[src/design/xm_params.svh]
// Width, synchronizer and timer constants shared by the register front end.
// Included by the package and by any module that needs a raw constant.
// The timer fraction is the reduced ratio of clock rate to tick rate.

`ifndef XM_PARAMS_SVH
`define XM_PARAMS_SVH

// bus word and address width
`define XM_WORD_W              16

// flops on the async chip select before edge detect
`define XM_SYNC_STAGES         2

// 10 kHz tick from a 25.125 MHz pixel clock, reduced fraction 2/5025
`define XM_TIMER_CLK_REDUCED   5025
`define XM_TIMER_HZ_REDUCED    2

`endif

[src/design/xm_pkg.sv]
// Shared types of the video register front end.
// Import with a wildcard inside a module body. Use scoped names in port lists.

`include "xm_params.svh"

package xm_pkg;

    typedef logic [7:0]              byte_t;     // one host bus byte
    typedef logic [`XM_WORD_W-1:0]   word_t;     // register / memory word
    typedef logic [`XM_WORD_W-1:0]   addr_t;     // vram or xr address
    typedef logic [3:0]              wrmask_t;   // vram nibble write enables

    // host visible register numbers
    typedef enum logic [3:0] {
        SYS_CTRL   = 4'h0,
        INT_CTRL   = 4'h1,      // reads zero here
        TIMER      = 4'h2,
        RD_XADDR   = 4'h3,
        WR_XADDR   = 4'h4,
        XDATA      = 4'h5,
        RD_INCR    = 4'h6,
        RD_ADDR    = 4'h7,
        WR_INCR    = 4'h8,
        WR_ADDR    = 4'h9,
        DATA       = 4'hA,
        DATA_2     = 4'hB,      // alias of DATA
        UNUSED_0C  = 4'hC,
        UNUSED_0D  = 4'hD,
        UNUSED_0E  = 4'hE,
        UNUSED_0F  = 4'hF
    } xm_reg_e;

    // kind of memory access in flight
    typedef enum logic [2:0] {
        OP_IDLE     = 3'd0,
        OP_VRAM_RD  = 3'd1,
        OP_VRAM_WR  = 3'd2,
        OP_XR_RD    = 3'd3,
        OP_XR_WR    = 3'd4
    } mem_op_e;

endpackage

[src/design/xm_cmd_if.sv]
// One decoded host byte cycle, from the bus decoder to execute and readback.
// Strobes are single cycle; fields hold until the next strobe.

`timescale 1ns/10ps

interface xm_cmd_if;
    import xm_pkg::*;

    logic       write_strobe;   // host byte write
    logic       read_strobe;    // host byte read
    xm_reg_e    reg_num;        // register addressed
    logic       bytesel;        // 0 = even/high byte, 1 = odd/low
    byte_t      data_byte;      // byte written by host

    modport decode (
        output write_strobe, read_strobe, reg_num, bytesel, data_byte
    );

    modport sink (
        input  write_strobe, read_strobe, reg_num, bytesel, data_byte
    );

endinterface

[src/design/xm_view_if.sv]
// Register contents of the execute block as seen by the readback mux.
// Execute drives the source side, readback only looks.

`timescale 1ns/10ps

interface xm_view_if;
    import xm_pkg::*;

    addr_t      rd_xaddr;       // xr read address
    addr_t      wr_xaddr;       // xr write address
    addr_t      rd_addr;        // vram read address
    addr_t      wr_addr;        // vram write address
    word_t      rd_incr;        // vram read step
    word_t      wr_incr;        // vram write step
    word_t      xdata;          // last xr word read
    word_t      data;           // last vram word read
    wrmask_t    wrmask;         // vram nibble mask
    logic       mem_wait;       // access still in flight

    modport source (
        output rd_xaddr, wr_xaddr, rd_addr, wr_addr, rd_incr, wr_incr,
        output xdata, data, wrmask, mem_wait
    );

    modport sink (
        input  rd_xaddr, wr_xaddr, rd_addr, wr_addr, rd_incr, wr_incr,
        input  xdata, data, wrmask, mem_wait
    );

endinterface

[src/design/xm_bus_decode.sv]
// Host bus front end. Brings the async chip select into the clock domain
// and turns each select low period into one read or write strobe.
// Bus fields are sampled raw on the strobe edge; the host keeps them
// stable while select is low.

`timescale 1ns/10ps
`include "xm_params.svh"

module xm_bus_decode (
    input  logic            clk,
    input  logic            reset_i,
    input  logic            bus_cs_n_i,         // async select, active low
    input  logic            bus_rd_nwr_i,       // 1 = read, 0 = write
    input  logic            bus_bytesel_i,      // 0 = even byte
    input  logic [3:0]      bus_reg_num_i,
    input  xm_pkg::byte_t   bus_data_i,
    xm_cmd_if.decode        cmd
);
    import xm_pkg::*;

    localparam int SYNC_N = `XM_SYNC_STAGES;

    logic [SYNC_N-1:0]  cs_sync;        // select sync chain, bit 0 first
    logic               cs_last;        // previous synced select
    logic               cs_fall;        // select just went active

    assign cs_fall = cs_last & ~cs_sync[SYNC_N-1];

    always_ff @(posedge clk) begin
        if (reset_i) begin
            cs_sync           <= '1;        // idle = deselected
            cs_last           <= 1'b1;
            cmd.write_strobe  <= 1'b0;
            cmd.read_strobe   <= 1'b0;
            cmd.reg_num       <= SYS_CTRL;
            cmd.bytesel       <= 1'b0;
            cmd.data_byte     <= '0;
        end else begin
            cs_sync           <= {cs_sync[SYNC_N-2:0], bus_cs_n_i};
            cs_last           <= cs_sync[SYNC_N-1];
            cmd.write_strobe  <= 1'b0;      // single cycle pulses
            cmd.read_strobe   <= 1'b0;

            if (cs_fall) begin
                cmd.write_strobe  <= ~bus_rd_nwr_i;
                cmd.read_strobe   <= bus_rd_nwr_i;
                cmd.reg_num       <= xm_reg_e'(bus_reg_num_i);
                cmd.bytesel       <= bus_bytesel_i;
                cmd.data_byte     <= bus_data_i;    // ignored on reads
            end
        end
    end

endmodule

[src/design/xm_readback.sv]
// Read side of the register front end: free running tenth of a
// millisecond timer plus the byte mux that drives host read data.
// Even byte reads latch the timer low byte so a high/low pair is coherent.

`timescale 1ns/10ps
`include "xm_params.svh"

module xm_readback #(
    parameter int CLK_REDUCED = `XM_TIMER_CLK_REDUCED,  // clock part of fraction
    parameter int HZ_REDUCED  = `XM_TIMER_HZ_REDUCED    // tick part of fraction
) (
    input  logic            clk,
    input  logic            reset_i,
    xm_cmd_if.sink          cmd,
    xm_view_if.sink         view,
    output xm_pkg::byte_t   bus_data_o
);
    import xm_pkg::*;

    localparam int FRAC_BITS = $clog2(CLK_REDUCED) + 1;    // one sign bit extra
    localparam logic [FRAC_BITS-1:0] FRAC_TICK = FRAC_BITS'(HZ_REDUCED - CLK_REDUCED);
    localparam logic [FRAC_BITS-1:0] FRAC_STEP = FRAC_BITS'(HZ_REDUCED);

    logic [FRAC_BITS-1:0]   frac;       // fractional accumulator
    logic                   tick;       // accumulator non-negative
    word_t                  timer;      // 1/10 ms count
    byte_t                  timer_lo;   // latched low byte
    word_t                  rd_word;    // selected register

    assign tick = ~frac[FRAC_BITS-1];

    always_ff @(posedge clk) begin
        if (reset_i) begin
            frac     <= '0;
            timer    <= '0;
            timer_lo <= '0;
        end else begin
            if (tick) begin
                frac  <= frac + FRAC_TICK;      // goes negative again
                timer <= timer + 1'b1;
            end else begin
                frac  <= frac + FRAC_STEP;
            end
            if (cmd.read_strobe && !cmd.bytesel) timer_lo <= timer[7:0];
        end
    end

    always_comb begin
        case (cmd.reg_num)
            SYS_CTRL:  rd_word = {view.mem_wait, 11'b0, view.wrmask};
            INT_CTRL:  rd_word = '0;
            TIMER:     rd_word = {timer[15:8], timer_lo};   // live high, latched low
            RD_XADDR:  rd_word = view.rd_xaddr;
            WR_XADDR:  rd_word = view.wr_xaddr;
            XDATA:     rd_word = view.xdata;
            RD_INCR:   rd_word = view.rd_incr;
            RD_ADDR:   rd_word = view.rd_addr;
            WR_INCR:   rd_word = view.wr_incr;
            WR_ADDR:   rd_word = view.wr_addr;
            DATA, DATA_2, UNUSED_0C, UNUSED_0D, UNUSED_0E, UNUSED_0F:
                       rd_word = view.data;
            default:   rd_word = view.data;
        endcase
    end

    assign bus_data_o = cmd.bytesel ? rd_word[7:0] : rd_word[15:8];  // even = high

endmodule

[src/design/xm_reg_execute.sv]
// Register file and memory access control. Host byte writes fill the
// address, increment and data registers; the odd byte of a data or read
// address register launches a VRAM or XR access. Reads pre-fetch, and
// addresses step after every completed access.
// Only one access at a time: a new start simply replaces the current one.

`timescale 1ns/10ps

module xm_reg_execute (
    input  logic            clk,
    input  logic            reset_i,
    xm_cmd_if.sink          cmd,
    xm_view_if.source       view,
    input  logic            vram_ack_i,         // one cycle, data valid
    input  logic            xr_ack_i,
    input  xm_pkg::word_t   vram_data_i,
    input  xm_pkg::word_t   xr_data_i,
    output logic            vram_sel_o,
    output logic            xr_sel_o,
    output logic            mem_wr_o,
    output xm_pkg::wrmask_t wrmask_o,
    output xm_pkg::addr_t   addr_o,
    output xm_pkg::word_t   data_o
);
    import xm_pkg::*;

    addr_t      rd_xaddr, wr_xaddr;     // xr pointers
    addr_t      rd_addr, wr_addr;       // vram pointers
    word_t      rd_incr, wr_incr;       // vram steps
    word_t      xdata, data;            // pre-read words
    byte_t      xdata_even, data_even;  // held even bytes of pending writes
    mem_op_e    op;                     // access in flight

    mem_op_e    start_op;               // access to launch this cycle
    addr_t      start_addr;
    word_t      start_data;

    // replace one byte of a word, odd byte is the low one
    function automatic word_t put_byte(word_t w, logic odd, byte_t b);
        word_t r;
        r = w;
        if (odd) r[7:0] = b;
        else     r[15:8] = b;
        return r;
    endfunction

    // which access the current strobe launches, if any
    always_comb begin
        start_op   = OP_IDLE;
        start_addr = addr_o;
        start_data = data_o;
        if (cmd.write_strobe && cmd.bytesel) begin
            case (cmd.reg_num)
                RD_XADDR: begin
                    start_op   = OP_XR_RD;
                    start_addr = {rd_xaddr[15:8], cmd.data_byte};   // new addr
                end
                XDATA: begin
                    start_op   = OP_XR_WR;
                    start_addr = wr_xaddr;
                    start_data = {xdata_even, cmd.data_byte};
                end
                RD_ADDR: begin
                    start_op   = OP_VRAM_RD;
                    start_addr = {rd_addr[15:8], cmd.data_byte};
                end
                DATA, DATA_2: begin
                    start_op   = OP_VRAM_WR;
                    start_addr = wr_addr;
                    start_data = {data_even, cmd.data_byte};
                end
                default: ;
            endcase
        end else if (cmd.read_strobe && cmd.bytesel) begin
            if (cmd.reg_num == XDATA) begin             // next xr word
                start_op   = OP_XR_RD;
                start_addr = rd_xaddr;
            end else if (cmd.reg_num == DATA || cmd.reg_num == DATA_2) begin
                start_op   = OP_VRAM_RD;                // next vram word
                start_addr = rd_addr;
            end
        end
    end

    always_ff @(posedge clk) begin
        if (reset_i) begin
            rd_xaddr   <= '0;
            wr_xaddr   <= '0;
            rd_addr    <= '0;
            wr_addr    <= '0;
            rd_incr    <= '0;
            wr_incr    <= '0;
            xdata      <= '0;
            data       <= '0;
            xdata_even <= '0;
            data_even  <= '0;
            op         <= OP_IDLE;
            vram_sel_o <= 1'b0;
            xr_sel_o   <= 1'b0;
            mem_wr_o   <= 1'b0;
            wrmask_o   <= '1;           // all nibbles enabled
            addr_o     <= '0;
            data_o     <= '0;
        end else begin
            if (vram_ack_i && vram_sel_o) begin
                if (op == OP_VRAM_RD) begin
                    data    <= vram_data_i;
                    rd_addr <= rd_addr + rd_incr;
                end
                if (op == OP_VRAM_WR) wr_addr <= wr_addr + wr_incr;
                vram_sel_o <= 1'b0;
                mem_wr_o   <= 1'b0;
                op         <= OP_IDLE;
            end
            if (xr_ack_i && xr_sel_o) begin
                if (op == OP_XR_RD) begin
                    xdata    <= xr_data_i;
                    rd_xaddr <= rd_xaddr + 1'b1;    // xr always steps by one
                end
                if (op == OP_XR_WR) wr_xaddr <= wr_xaddr + 1'b1;
                xr_sel_o <= 1'b0;
                mem_wr_o <= 1'b0;
                op       <= OP_IDLE;
            end

            if (cmd.write_strobe) begin
                case (cmd.reg_num)
                    SYS_CTRL: if (cmd.bytesel) wrmask_o <= cmd.data_byte[3:0];
                    RD_XADDR: rd_xaddr <= put_byte(rd_xaddr, cmd.bytesel, cmd.data_byte);
                    WR_XADDR: wr_xaddr <= put_byte(wr_xaddr, cmd.bytesel, cmd.data_byte);
                    RD_INCR:  rd_incr  <= put_byte(rd_incr, cmd.bytesel, cmd.data_byte);
                    RD_ADDR:  rd_addr  <= put_byte(rd_addr, cmd.bytesel, cmd.data_byte);
                    WR_INCR:  wr_incr  <= put_byte(wr_incr, cmd.bytesel, cmd.data_byte);
                    WR_ADDR:  wr_addr  <= put_byte(wr_addr, cmd.bytesel, cmd.data_byte);
                    XDATA:    if (!cmd.bytesel) xdata_even <= cmd.data_byte;
                    DATA, DATA_2: if (!cmd.bytesel) data_even <= cmd.data_byte;
                    default: ;                          // int ctrl, timer, unused
                endcase
            end

            if (start_op != OP_IDLE) begin              // overrides any ack above
                op         <= start_op;
                vram_sel_o <= (start_op == OP_VRAM_RD) || (start_op == OP_VRAM_WR);
                xr_sel_o   <= (start_op == OP_XR_RD) || (start_op == OP_XR_WR);
                mem_wr_o   <= (start_op == OP_VRAM_WR) || (start_op == OP_XR_WR);
                addr_o     <= start_addr;
                data_o     <= start_data;
            end
        end
    end

    assign view.rd_xaddr = rd_xaddr;
    assign view.wr_xaddr = wr_xaddr;
    assign view.rd_addr  = rd_addr;
    assign view.wr_addr  = wr_addr;
    assign view.rd_incr  = rd_incr;
    assign view.wr_incr  = wr_incr;
    assign view.xdata    = xdata;
    assign view.data     = data;
    assign view.wrmask   = wrmask_o;
    assign view.mem_wait = (op != OP_IDLE);

endmodule

[src/design/xm_regs_top.sv]
// Top of the video register front end. Host bus on one side, a single
// VRAM/XR access port on the other. Connects the bus decoder, the register
// execute block and the readback mux through two internal interfaces.

`timescale 1ns/10ps

module xm_regs_top (
    input  logic            clk,
    input  logic            reset_i,
    // host bus
    input  logic            bus_cs_n_i,
    input  logic            bus_rd_nwr_i,
    input  logic            bus_bytesel_i,
    input  logic [3:0]      bus_reg_num_i,
    input  xm_pkg::byte_t   bus_data_i,
    output xm_pkg::byte_t   bus_data_o,
    // vram / xr access
    input  logic            vram_ack_i,
    input  logic            xr_ack_i,
    input  xm_pkg::word_t   vram_data_i,
    input  xm_pkg::word_t   xr_data_i,
    output logic            vram_sel_o,
    output logic            xr_sel_o,
    output logic            mem_wr_o,
    output xm_pkg::wrmask_t wrmask_o,
    output xm_pkg::addr_t   addr_o,
    output xm_pkg::word_t   data_o
);

    xm_cmd_if   cmd_if ();      // decoded byte cycles
    xm_view_if  view_if ();     // register contents for readback

    xm_bus_decode xm_bus_decode_i (
        .clk            (clk),
        .reset_i        (reset_i),
        .bus_cs_n_i     (bus_cs_n_i),
        .bus_rd_nwr_i   (bus_rd_nwr_i),
        .bus_bytesel_i  (bus_bytesel_i),
        .bus_reg_num_i  (bus_reg_num_i),
        .bus_data_i     (bus_data_i),
        .cmd            (cmd_if.decode)
    );

    xm_reg_execute xm_reg_execute_i (
        .clk            (clk),
        .reset_i        (reset_i),
        .cmd            (cmd_if.sink),
        .view           (view_if.source),
        .vram_ack_i     (vram_ack_i),
        .xr_ack_i       (xr_ack_i),
        .vram_data_i    (vram_data_i),
        .xr_data_i      (xr_data_i),
        .vram_sel_o     (vram_sel_o),
        .xr_sel_o       (xr_sel_o),
        .mem_wr_o       (mem_wr_o),
        .wrmask_o       (wrmask_o),
        .addr_o         (addr_o),
        .data_o         (data_o)
    );

    xm_readback xm_readback_i (
        .clk            (clk),
        .reset_i        (reset_i),
        .cmd            (cmd_if.sink),
        .view           (view_if.sink),
        .bus_data_o     (bus_data_o)
    );

endmodule

[config.mk]
export PLATFORM = sky130hd
export DESIGN_NAME = xm_regs_top
export DESIGN_NICKNAME = d
export VERILOG_FILES = /design/src/design/xm_pkg.sv /design/src/design/xm_cmd_if.sv /design/src/design/xm_view_if.sv /design/src/design/xm_bus_decode.sv /design/src/design/xm_readback.sv /design/src/design/xm_reg_execute.sv /design/src/design/xm_regs_top.sv
export VERILOG_INCLUDE_DIRS = /design/src /design/src/design
export SDC_FILE = /design/constraint.sdc
export NUM_CORES = 1
export LEC_CHECK = 0
export BUFFER_PORTS_ARGS = -buffer_cell sky130_fd_sc_hd__buf_2
export CAP_MARGIN = 20
export CORE_ASPECT_RATIO = 1.75
export CORE_MARGIN = 4
export CORE_UTILIZATION = 50
export DETAILED_ROUTE_END_ITERATION = 8
export PLACE_DENSITY = 0.68
export SKIP_LAST_GASP = 1
export SLEW_MARGIN = 20
export SYNTH_ARGS = -nofsm -noshare
export SYNTH_HDL_FRONTEND = slang
export SYNTH_SLANG_ARGS = --single-unit
[constraint.sdc]
create_clock -name clk -period 3.1 [get_ports clk]
set_input_delay 0.465 -clock clk [delete_from_list [all_inputs] [get_ports clk]]
set_output_delay 0.465 -clock clk [all_outputs]
set_load 0.01 [all_outputs]
**After elaboration in Yosys (flattened, before gate mapping)**

Index checks and enable logic that the tools add are counted.

- Register bits after elaboration: 242
- Latch bits: 0
- RAM bits: 0
- Memory bits (read-only): 0
- Input bits: 51
- Output and inout bits: 47
- Logic and storage cells: 151
- Memories: 0

- Add/subtract/negate cells: 7
- Multipliers: 0
- Divide/modulo/power cells: 0
- $lt $le $gt $ge: 0
- Equality and inequality tests: 32
- Shift-type cells: 0
- Mux-type cells: 41
- Bitwise logic cells: 5
- Reduce and logical (&&, ||, !) cells: 33

Operators by type and width:

| kind | count |
|---|---|
| 2-to-1 mux 16 bit | 20 |
| case mux 16 bit (11 select lines) | 1 |
| case mux 16 bit (4 select lines) | 1 |
| adder 16 x 1 -> 16 bit (second input constant) | 3 |
| adder 16 bit | 2 |
| == test 4 bit (second input constant) | 8 |
| case mux 16 bit (2 select lines) | 1 |
| 2-to-1 mux 8 bit | 3 |
| inequality test 3 bit (second input constant) | 8 |
| AND reduction 3 bit | 8 |
| 2-to-1 mux 3 bit | 6 |
| == test 4 x 3 -> 1 bit (second input constant) | 4 |
| adder 14 bit (second input constant) | 1 |
| adder 14 x 2 -> 14 bit (second input constant) | 1 |
| 2-to-1 mux 14 bit | 1 |
| == test 3 x 2 -> 1 bit (second input constant) | 4 |
| case mux 3 bit (4 select lines) | 1 |
| nonzero test 3 bit | 4 |
| == test 4 x 2 -> 1 bit (second input constant) | 2 |
| nonzero test 2 bit | 4 |
| 2-to-1 mux 1 bit | 7 |
| == test 3 x 1 -> 1 bit (second input constant) | 2 |
| == test 3 bit (second input constant) | 2 |
| OR reduction 6 bit | 1 |
| other kinds (11) | 23 |

**Depth between registers and ports, before layout**

Gate-level depths: netlist of the first run.

- Depth in word-level cells: 9
- Gate-level depth with buffers: 10
- Mapped depth without buffers: 9

**Modules after synthesis**

A second synthesis of the first run with hierarchy kept.

- Cell total of the unflattened synthesis: 1,751
- Area total of the unflattened synthesis: 13,897.1 sq um

By module, submodules not included:

| module | times used | cells each | area each (sq um) | seq. area each (sq um) |
|---|---|---|---|---|
| xm_reg_execute | 1 | 1,235 | 9,843.2 | 3,723.6 |
| xm_readback | 1 | 446 | 3,261.9 | 760.7 |
| xm_bus_decode | 1 | 70 | 792.0 | 360.3 |

**Worst setup path after synthesis of the first run**

Ideal clock, no wire load.

- Kind: reg2reg
- Start point: register xm_reg_execute_i.rd_addr[0] (netlist: xm_reg_execute_i.view.rd_addr[0])
- End point: register xm_reg_execute_i.rd_addr[12] (netlist: xm_reg_execute_i.view.rd_addr[12])
- Arrival: 2.327 ns
- Required time: 2.972 ns
- Slack: 0.646 ns
- Stages on the path, launching flop included: 10
- Buffers on the path: 0
- Clock period less this slack: 2.454 ns
- Cells stage by stage: dfxtp_1 -> ha_1 -> fa_1 -> a21o_1 -> a221oi_2 -> nor2_1 -> a221o_1 -> xor2_1 -> a222oi_1 -> nor2_1

- Word-level cells in the longest chain between the ends: 5

RTL lines:

| what | line | source |
|---|---|---|
| start: declaration | xm_reg_execute.sv:28 | `addr_t rd_addr, wr_addr;` |
| start signal: assignment | xm_reg_execute.sv:108 | `rd_addr <= rd_addr + rd_incr;` |
| start signal: assignment | xm_reg_execute.sv:132 | `RD_ADDR: rd_addr <= put_byte(rd_addr, cmd.bytesel, cmd.data_byte);` |
| adder 16 bit * | xm_reg_execute.sv:108 |  |
| 2-to-1 mux 16 bit * | xm_reg_execute.sv:106 | `if (op == OP_VRAM_RD) begin` |
| 2-to-1 mux 16 bit * | xm_reg_execute.sv:105 | `if (vram_ack_i && vram_sel_o) begin` |
| 2-to-1 mux 16 bit | xm_reg_execute.sv:127 | `case (cmd.reg_num)` |
| 2-to-1 mux 16 bit * | xm_reg_execute.sv:126 | `if (cmd.write_strobe) begin` |

Mark *: on every way between the ends. The rest lies on a longest branch, timed or not.
A chain may end at the register's enable or synchronous reset.

**Worst setup path after layout of the first run**

- Start point: register xm_bus_decode_i.cmd.reg_num[3]
- End point: output port bus_data_o[2]

- Word-level cells in the longest chain between the ends: 4
- Elaborated cells on any way between the ends: 19
- Those cells by class: 15 x eq/ne; 2 x mux; 2 x reduce/logical

RTL lines:

| what | line | source |
|---|---|---|
| start: declaration | xm_cmd_if.sv:16 | `output write_strobe, read_strobe, reg_num, bytesel, data_byte` |
| start signal: assignment | xm_bus_decode.sv:47 | `cmd.reg_num <= xm_reg_e'(bus_reg_num_i);` |
| == test 4 bit | xm_readback.sv:49 | `case (cmd.reg_num)` |
| OR reduction 6 bit | xm_readback.sv:49 |  |
| case mux 16 bit (11 select lines) * | xm_readback.sv:49 |  |
| 2-to-1 mux 8 bit * | xm_readback.sv:66 | `assign bus_data_o = cmd.bytesel ? rd_word[7:0] : rd_word[15:8];` |
| end: declaration | xm_regs_top.sv:16 | `output xm_pkg::byte_t bus_data_o,` |

Marked as above.

==> results of run 1 <==
metal layers:
| layer | part of all wire [%] | up-vias |
|---|---|---|
| li1 | - | 6050 |
| met1 | 37 | 6102 |
| met2 | 47 | 615 |
| met3 | 7.1 | 194 |
| met4 | 9.3 | 0 |
| met5 | 0 | - |
path summary, 6_finish.rpt:
check | to | slack (ps) | cells after the start
setup / recovery | bus_data_o[2] | 120 | 8
hold / removal | xm_bus_decode_i.cs_sync[0] | 130 | 2
setup reg to reg | xm_reg_execute_i.view.wr_addr[12] | 330 | 9
hold reg to reg | xm_bus_decode_i.cs_sync[1] | 420 | 1
cell families (layout without fill, tap and decap cells):
logic type	Yosys count	in the layout	synth area share [%]
adder cells (fa/ha/maj)	37	37	3.69
AND/OR/NAND/NOR	656	656	23.0
flip-flops	242	242	37.4
buffers and inverters	132	208	4.33
AO/OA/AOI/OAI	461	461	23.1
XOR/XNOR	50	50	3.38
multiplexers	66	66	5.11
power groups by stage:
stage                     clock network (mW)  logic (mW)  registers (mW)
after CTS                               2.96       0.280            3.19
after floorplan                            0       0.190            3.23
after global placement                     0       0.275            3.26
final                                   2.91       0.284            3.19
after global routing                    3.07       0.313            3.20
after detailed placement                   0       0.279            3.26
cell type report:
type / count / area share [%]
clock buffers: 34 / 4.64
clock inverters: 5 / 0.549
inverters: 16 / 0.412
multi-input cells: 1270 / 52.0
flip-flops and latches: 242 / 33.3
well taps: 316 / 2.71
repair buffers: 153 / 6.45
what timing repair did:
action | CTS | global route
setup buffers | 0 | 1
endpoints found under the hold margin | 0 | 0
gates resized for setup | 3 | 4
pin swaps | 0 | 1
endpoints found under the setup margin | 4 | 8
cell usage in the layout (no fill, tap or decap), drive strengths merged, types with 39 or more instances in the layout:
| master | n |
|---|---|
| nand3 | 57 |
| o21ai | 54 |
| a21oi | 182 |
| a22oi | 41 |
| nor2 | 188 |
| buf | 153 |
| mux2i | 65 |
| a211oi | 39 |
| nand2 | 264 |
| dfxtp | 242 |
registers in the layout, indices dropped and copies added, names as in the netlist, 14 cells and up:
register	cells
xm_reg_execute_i.view.wr_xaddr	16
xm_reg_execute_i.data_o	16
xm_reg_execute_i.view.wr_addr	16
xm_reg_execute_i.view.data	16
xm_reg_execute_i.view.rd_incr	16
xm_reg_execute_i.view.rd_addr	16
xm_reg_execute_i.view.wr_incr	16
xm_reg_execute_i.addr_o	16
xm_reg_execute_i.view.rd_xaddr	16
xm_readback_i.frac	14
xm_readback_i.timer	16
xm_reg_execute_i.view.xdata	16
worst register-to-register path: cells and delay by family (launching register included):
| kind | cells | cell delay [ps] |
|---|---|---|
| compound gates | 4 | 1130 |
| xor+xnor | 1 | 170 |
| fa+ha+maj | 2 | 650 |
| flops | 1 | 340 |
| simple gates | 2 | 360 |
==> impl_results.md, run 1 <==
* CP max stage cell: dfxtp_2
* RSZ-0062 raised after global routing: no
* Via count at 13000
* Syn Std Cell Area at roughly 0.013 sq mm
* M3 GR Usage at 4.71%
* Mapped Nets at 1732
* Yosys top cell by area: dfxtp_1
* CP required at about 2600 ps
* Initial drt markers at roughly 1100
* Die X at 130 microns
* Design area at about 0.015 sq mm
* Crit Reg-Reg Startpoint: xm_reg_execute_i.view.wr_addr[0]
* WL/cell at roughly 23 microns
* Sequential area share after synthesis at ~37%
* F_max at 336 MHz
* Buffers and inverters on the worst path at 2
* Layout Nets at ~1800
* Final setup margin at 121 ps
* Cell Pwr Density at between 400 and 500 mW/mm^2
* Number of synthesized flops with an enable pin at 0
* CTS tree: done
* Die Span Y at 221 microns
* H-tree depth at 1
* Top_reg_cell synth: dfxtp_1
* Largest net degree at the start of global routing at 97
* CORE AREA at 0.0254 sq mm
* Synthesized instance count at 1644
* FFs w/ async S/R, synth at 0%
* Post-synth cell types at 78
* Worst min path class: in -> reg
* Via/cell ratio at between 6 and 7
* Fin Setup TNS at 0 ps
* Row count at 77
* CTS Buffer Depth at 3
* Worst hold margin at around 130 ps
* Initial Util at about half
* Power, Total at 6.39 mW
* Worst slew pin tran at between 900 and 1000 ps
* # hold bufs at CTS at 0
* Area grow syn2layout at 12.5%
* # diodes at 0
* Synth Area per Inst at between 7 and 8 sq um
* Logic pwr share at between 4 and 5%
* Critical Path End Type: output pin
* Number of fill cells at roughly 2400
* Endpoints failing setup at 0
* Clk_skew at 23.7 ps
* Final wirelength at 46.7 mm
* Switching power at approximately 1.5 mW
* Worst-Skew Late Latency at approximately 540 ps
* Post-synthesis register bit count at approximately 240
* Final hold violations at 0
* Clock power frac at between 40% and 50%
* Vias in the first global route at between 10000 and 15000
* Synth warn at 0
* Min-delay src: bus_cs_n_i
* Worst Setup SP: xm_bus_decode_i.cmd.reg_num[3]
* Max-slew headroom at approximately 36%
* Clock sink total at about 240
* Met1 Track Usage GR at between 30% and 40%
* Clk slew on worst S/H paths at around 60 ps
* Crit-path cells: nor2b_1 -> nor3b_2 -> buf_4 -> a22oi_1 -> nand4_1 -> mux2i_1 -> a21oi_1 -> buf_2
* Max Slew Vio Count at 0
* Die footprint at 0.0287 sq mm
* Met2 Use GR at 51.8%
* Sequential share of power at between 50% and 60%
* Root Driver: clkbuf_16
* Post-route ant nets at 0
* Min Clock Period, post-route at 2980 ps
* Drt pass-1 iters at 8
* Area after DPL at 0.0138 sq mm
* Status: finished, final reports clean
* Sw Ratio at between 20% and 30%
* Share of the synthesized area in the top cell type at 37.4%
* Global router's overall resource usage at 31.6%
* Setup crit start kind: register
* IO buf count at 97
* Int Power at 4.91 mW
* Initial antenna violation count at 0
* Arr. time, crit path at between 2000 and 3000 ps
* I/O Pins at roughly 100
* Place WS at between 400 and 500 ps
* Register area at 0.00485 sq mm
* Post-DP HPWL at between 30 and 40 mm
* Fin util at a little under three fifths
* Most frequent cells after synthesis: 261 x nand2_1, 242 x dfxtp_1, 183 x nor2_1
* Layout Cells excl Fill at 2036
* Lkg Pwr at 5.32 nW
* Footprint of the multi-input gates at around 0.0076 sq mm
* Number of max-cap violations at 0
* First-pass GRT wire length at approximately 71 mm
* GRT busiest layer: met2
* Most common cell in the netlist: nand2_1
* Crit path max fanout at 27
* Top post-synthesis cells by area: dfxtp_1 37%, nand2_1 7.6%, a21oi_1 7.0%
* Slowest stage delay, CP at roughly 470 ps
* VDD IR max at 0.451 mV
* Fin crit share at 96.1%
* Crit path kind: reg -> out
* Gpl congestion at 1.01
* Dpl cells at 1996
* GRT overflow at 0
* Remaining routing DRC violations at 0
* Layout cells sized above 1 at between 10% and 20%
* Top delay family on crit path: buffers and inverters
* CTS buffer count at 23
(Power assumes the default switching activity.)
==> run 2: changes to the inputs <==
RECOVER_POWER = 50   (was default)
==> run 2 against run 1 <==
  * The flow now finishes with violations (capacitance limit, slew limit)
  * Cell count is the same
  * Utilization fell by 0.27 points
  * Hold slack lost 1.7 ps
  * Sequential share of layout area is 0.16 points higher
  * Global-route usage unchanged
  * Via count is 0.34% higher
  * Largest cell class unchanged
  * Critical path type unchanged
  * Clock power about the same
==> impl_results.md, run 2 (same netlist as run 1, synthesis figures left out) <==
* Status: finished, violations left (was finished, final reports clean)
* Failing checks: capacitance limit, slew limit
* CTS tree: done (unchanged)
* Post-route ant nets at 0 (unchanged)
* Crit Reg-Reg Startpoint: xm_reg_execute_i.view.wr_addr[0] (unchanged)
* Sw Ratio at 23.1% (about the same)
* Buffers and inverters on the worst path at 2 (unchanged)
* Layout Nets at 1794 (unchanged)
* Crit path max fanout at 27 (unchanged)
* VDD IR max at 0.453 mV (was 0.451 mV)
* Via/cell ratio at 6.39 (was 6.37)
* Fin Setup TNS at 0 ps (unchanged)
* Die Span Y at 221 microns (unchanged)
* First-pass GRT wire length at 70.9 mm (unchanged)
* Area grow syn2layout at 12.0% (was 12.5%)
* Setup crit start kind: register (unchanged)
* Min Clock Period, post-route at 2970 ps (was 2980 ps)
* Fin crit share at 95.9% (was 96.1%)
* Crit-path cells: nor2b_1 -> nor3b_2 -> buf_4 -> a22oi_1 -> nand4_1 -> mux2i_1 -> a21oi_1 -> buf_2 (unchanged)
* Int Power at 4.91 mW (about the same)
* R2R cell count at 9 (unchanged)
* Initial drt markers at 1162 (was 1115)
* Vias in the first global route at 12200 (unchanged)
* Layout cells sized above 1 at 10.7% (was 13.1%)
* Final hold violations at 0 (unchanged)
* Design area at 0.0145 sq mm (was 0.0146 sq mm)
* GRT overflow at 0 (unchanged)
* Max Slew Vio Count at 96 (was 0)
* Top delay family on crit path: simple AND/OR/NAND/NOR gates (was buffers and inverters)
* CORE AREA at 0.0254 sq mm (unchanged)
* Remaining routing DRC violations at 0 (unchanged)
* Die footprint at 0.0287 sq mm (unchanged)
* H-tree depth at 1 (unchanged)
* Clock power frac at 45.6% (about the same)
* Cell Pwr Density at 440 mW/mm^2 (was 438 mW/mm^2)
* CTS Buffer Depth at 3 (unchanged)
* Gpl congestion at 1.01 (unchanged)
* Area after DPL at 0.0138 sq mm (unchanged)
* IO buf count at 97 (unchanged)
* F_max at 336 MHz (about the same)
* Crit path kind: reg -> out (unchanged)
* Max-slew headroom at -43.6% (was 35.6%)
* CP Capture Point: bus_data_o[0] (was bus_data_o[2])
* Clk slew on worst S/H paths at 60 ps (about the same)
* Worst slew pin tran at 2150 ps (was 964 ps)
* Die X at 130 microns (unchanged)
* Number of fill cells at 2446 (was 2414)
* Worst min path class: in -> reg (unchanged)
* Critical Path End Type: output pin (unchanged)
* Switching power at 1.48 mW (about the same)
* Number of max-cap violations at 1 (was 0)
* Global router's overall resource usage at 31.6% (unchanged)
* Slowest stage delay, CP at 470 ps (about the same)
* WL/cell at 22.9 microns (about the same)
* I/O Pins at 98 (unchanged)
* RSZ-0062 raised after global routing: no (unchanged)
* Largest net degree at the start of global routing at 97 (unchanged)
* Initial Util at 51.0% (unchanged)
* Arr. time, crit path at 2510 ps (about the same)
* Most frequent cells in the layout: 261 x nand2_1, 238 x dfxtp_1, 183 x nor2_1 (unchanged)
* Via count at 13000 (about the same)
* Final wirelength at 46.7 mm (about the same)
* Worst Setup SP: xm_bus_decode_i.cmd.reg_num[3] (unchanged)
* Drt pass-1 iters at 7 (was 8)
* Initial antenna violation count at 0 (unchanged)
* WP depth at 8 (unchanged)
* CP max stage cell: dfxtp_2 (unchanged)
* Root Driver: clkbuf_16 (unchanged)
* Reg2reg end: xm_reg_execute_i.view.wr_addr[12] (unchanged)
* Row count at 77 (unchanged)
* Commonest non-fill, non-tap cell in the layout: nand2_1 (unchanged)
* Clk_skew at 21.2 ps (was 23.7 ps)
* R2R Setup Slk at 310 ps (was 330 ps)
* Sequential share of power at 50.0% (about the same)
* Post-DP HPWL at 34.3 mm (unchanged)
* CTS buffer count at 23 (unchanged)
* CP required at 2630 ps (about the same)
* Endpoints failing setup at 0 (unchanged)
* Clock sink total at 242 (unchanged)
* Worst-Skew Late Latency at 540 ps (about the same)
* Logic pwr share at 4.4% (about the same)
* Lkg Pwr at 5.15 nW (was 5.32 nW)
* # diodes at 0 (unchanged)
==> run 2: cell count changes in the layout (fill, tap and decap cells not counted) <==
cell	delta
and2_0	+1
nor2b_1	+1
buf_2	-39
and2_1	-1
clkbuf_1	+40
buf_4	-4
buf_6	-1
clkbuf_2	+4
nor2b_2	-1
==> run 2: worst min-delay path by stage <==
stage | slack (ps) | endpoint | cells past startpoint | from
final | 130 | xm_bus_decode_i.cs_sync[0] | 2 | bus_cs_n_i
after global routing | 140 | xm_bus_decode_i.cs_sync[0] | 2 | bus_cs_n_i
after CTS | 120 | xm_bus_decode_i.cs_sync[0] | 2 | bus_cs_n_i
after detailed placement | 410 | xm_bus_decode_i.cs_sync[1] | 1 | xm_bus_decode_i.cs_sync[0]
after global placement | 410 | xm_bus_decode_i.cs_sync[1] | 1 | xm_bus_decode_i.cs_sync[0]
after floorplan | 390 | xm_bus_decode_i.cs_sync[1] | 1 | xm_bus_decode_i.cs_sync[0]
==> run 2: final cells by class <==
| type | instances | area [sq um] | share of cell area [%] |
|---|---|---|---|
| clock inverter | 5 | 80.1 | 0.552 |
| timing repair buffer | 153 | 875 | 6.03 |
| tap | 316 | 395 | 2.72 |
| clock buffer | 34 | 677 | 4.66 |
| multi-input combinational | 1270 | 7570 | 52.2 |
| inverter | 16 | 60.1 | 0.414 |
| sequential | 242 | 4850 | 33.4 |
==> run 2: per-layer routing <==
metal / share of wire (%) / global-route usage (%) / vias up / routed length, microns
li1: - / - / 6051 / -
met1: 37 / 37.0 / 6123 / 17100
met2: 47 / 51.8 / 641 / 21900
met3: 7.2 / 4.71 / 190 / 3380
met4: 9.2 / 22.4 / 0 / 4290
met5: 0 / 0 / - / 0
==> run 2: through the flow <==
stage	worst slack, ps	cells	utilization [%]	hold slack (ps)	total power, mW
after floorplan	646	1644	-	389	3.42
after global placement	486	1996	54.3	411	3.54
after detailed placement	415	1996	54.3	406	3.54
after CTS	39.2	2035	57.3	121	6.43
after global routing	43.7	2036	57.1	139	6.57
final	128	2036	57.1	127	6.39
==> run 2: power by group through the flow <==
stage	combinational [mW]	clock, mW	sequential [mW]
after global placement	0.275	0	3.26
after global routing	0.312	3.07	3.20
after detailed placement	0.279	0	3.26
after CTS	0.280	2.96	3.19
after floorplan	0.190	0	3.23
final	0.282	2.92	3.19
==> run 2: what timing repair did <==
| action | CTS | global route |
|---|---|---|
| hold buffers | 0 | 0 |
| buffers inserted | 0 | 1 |
| setup endpoints to repair | 4 | 8 |
| resized for setup | 3 | 4 |
| pin swaps | 0 | 1 |
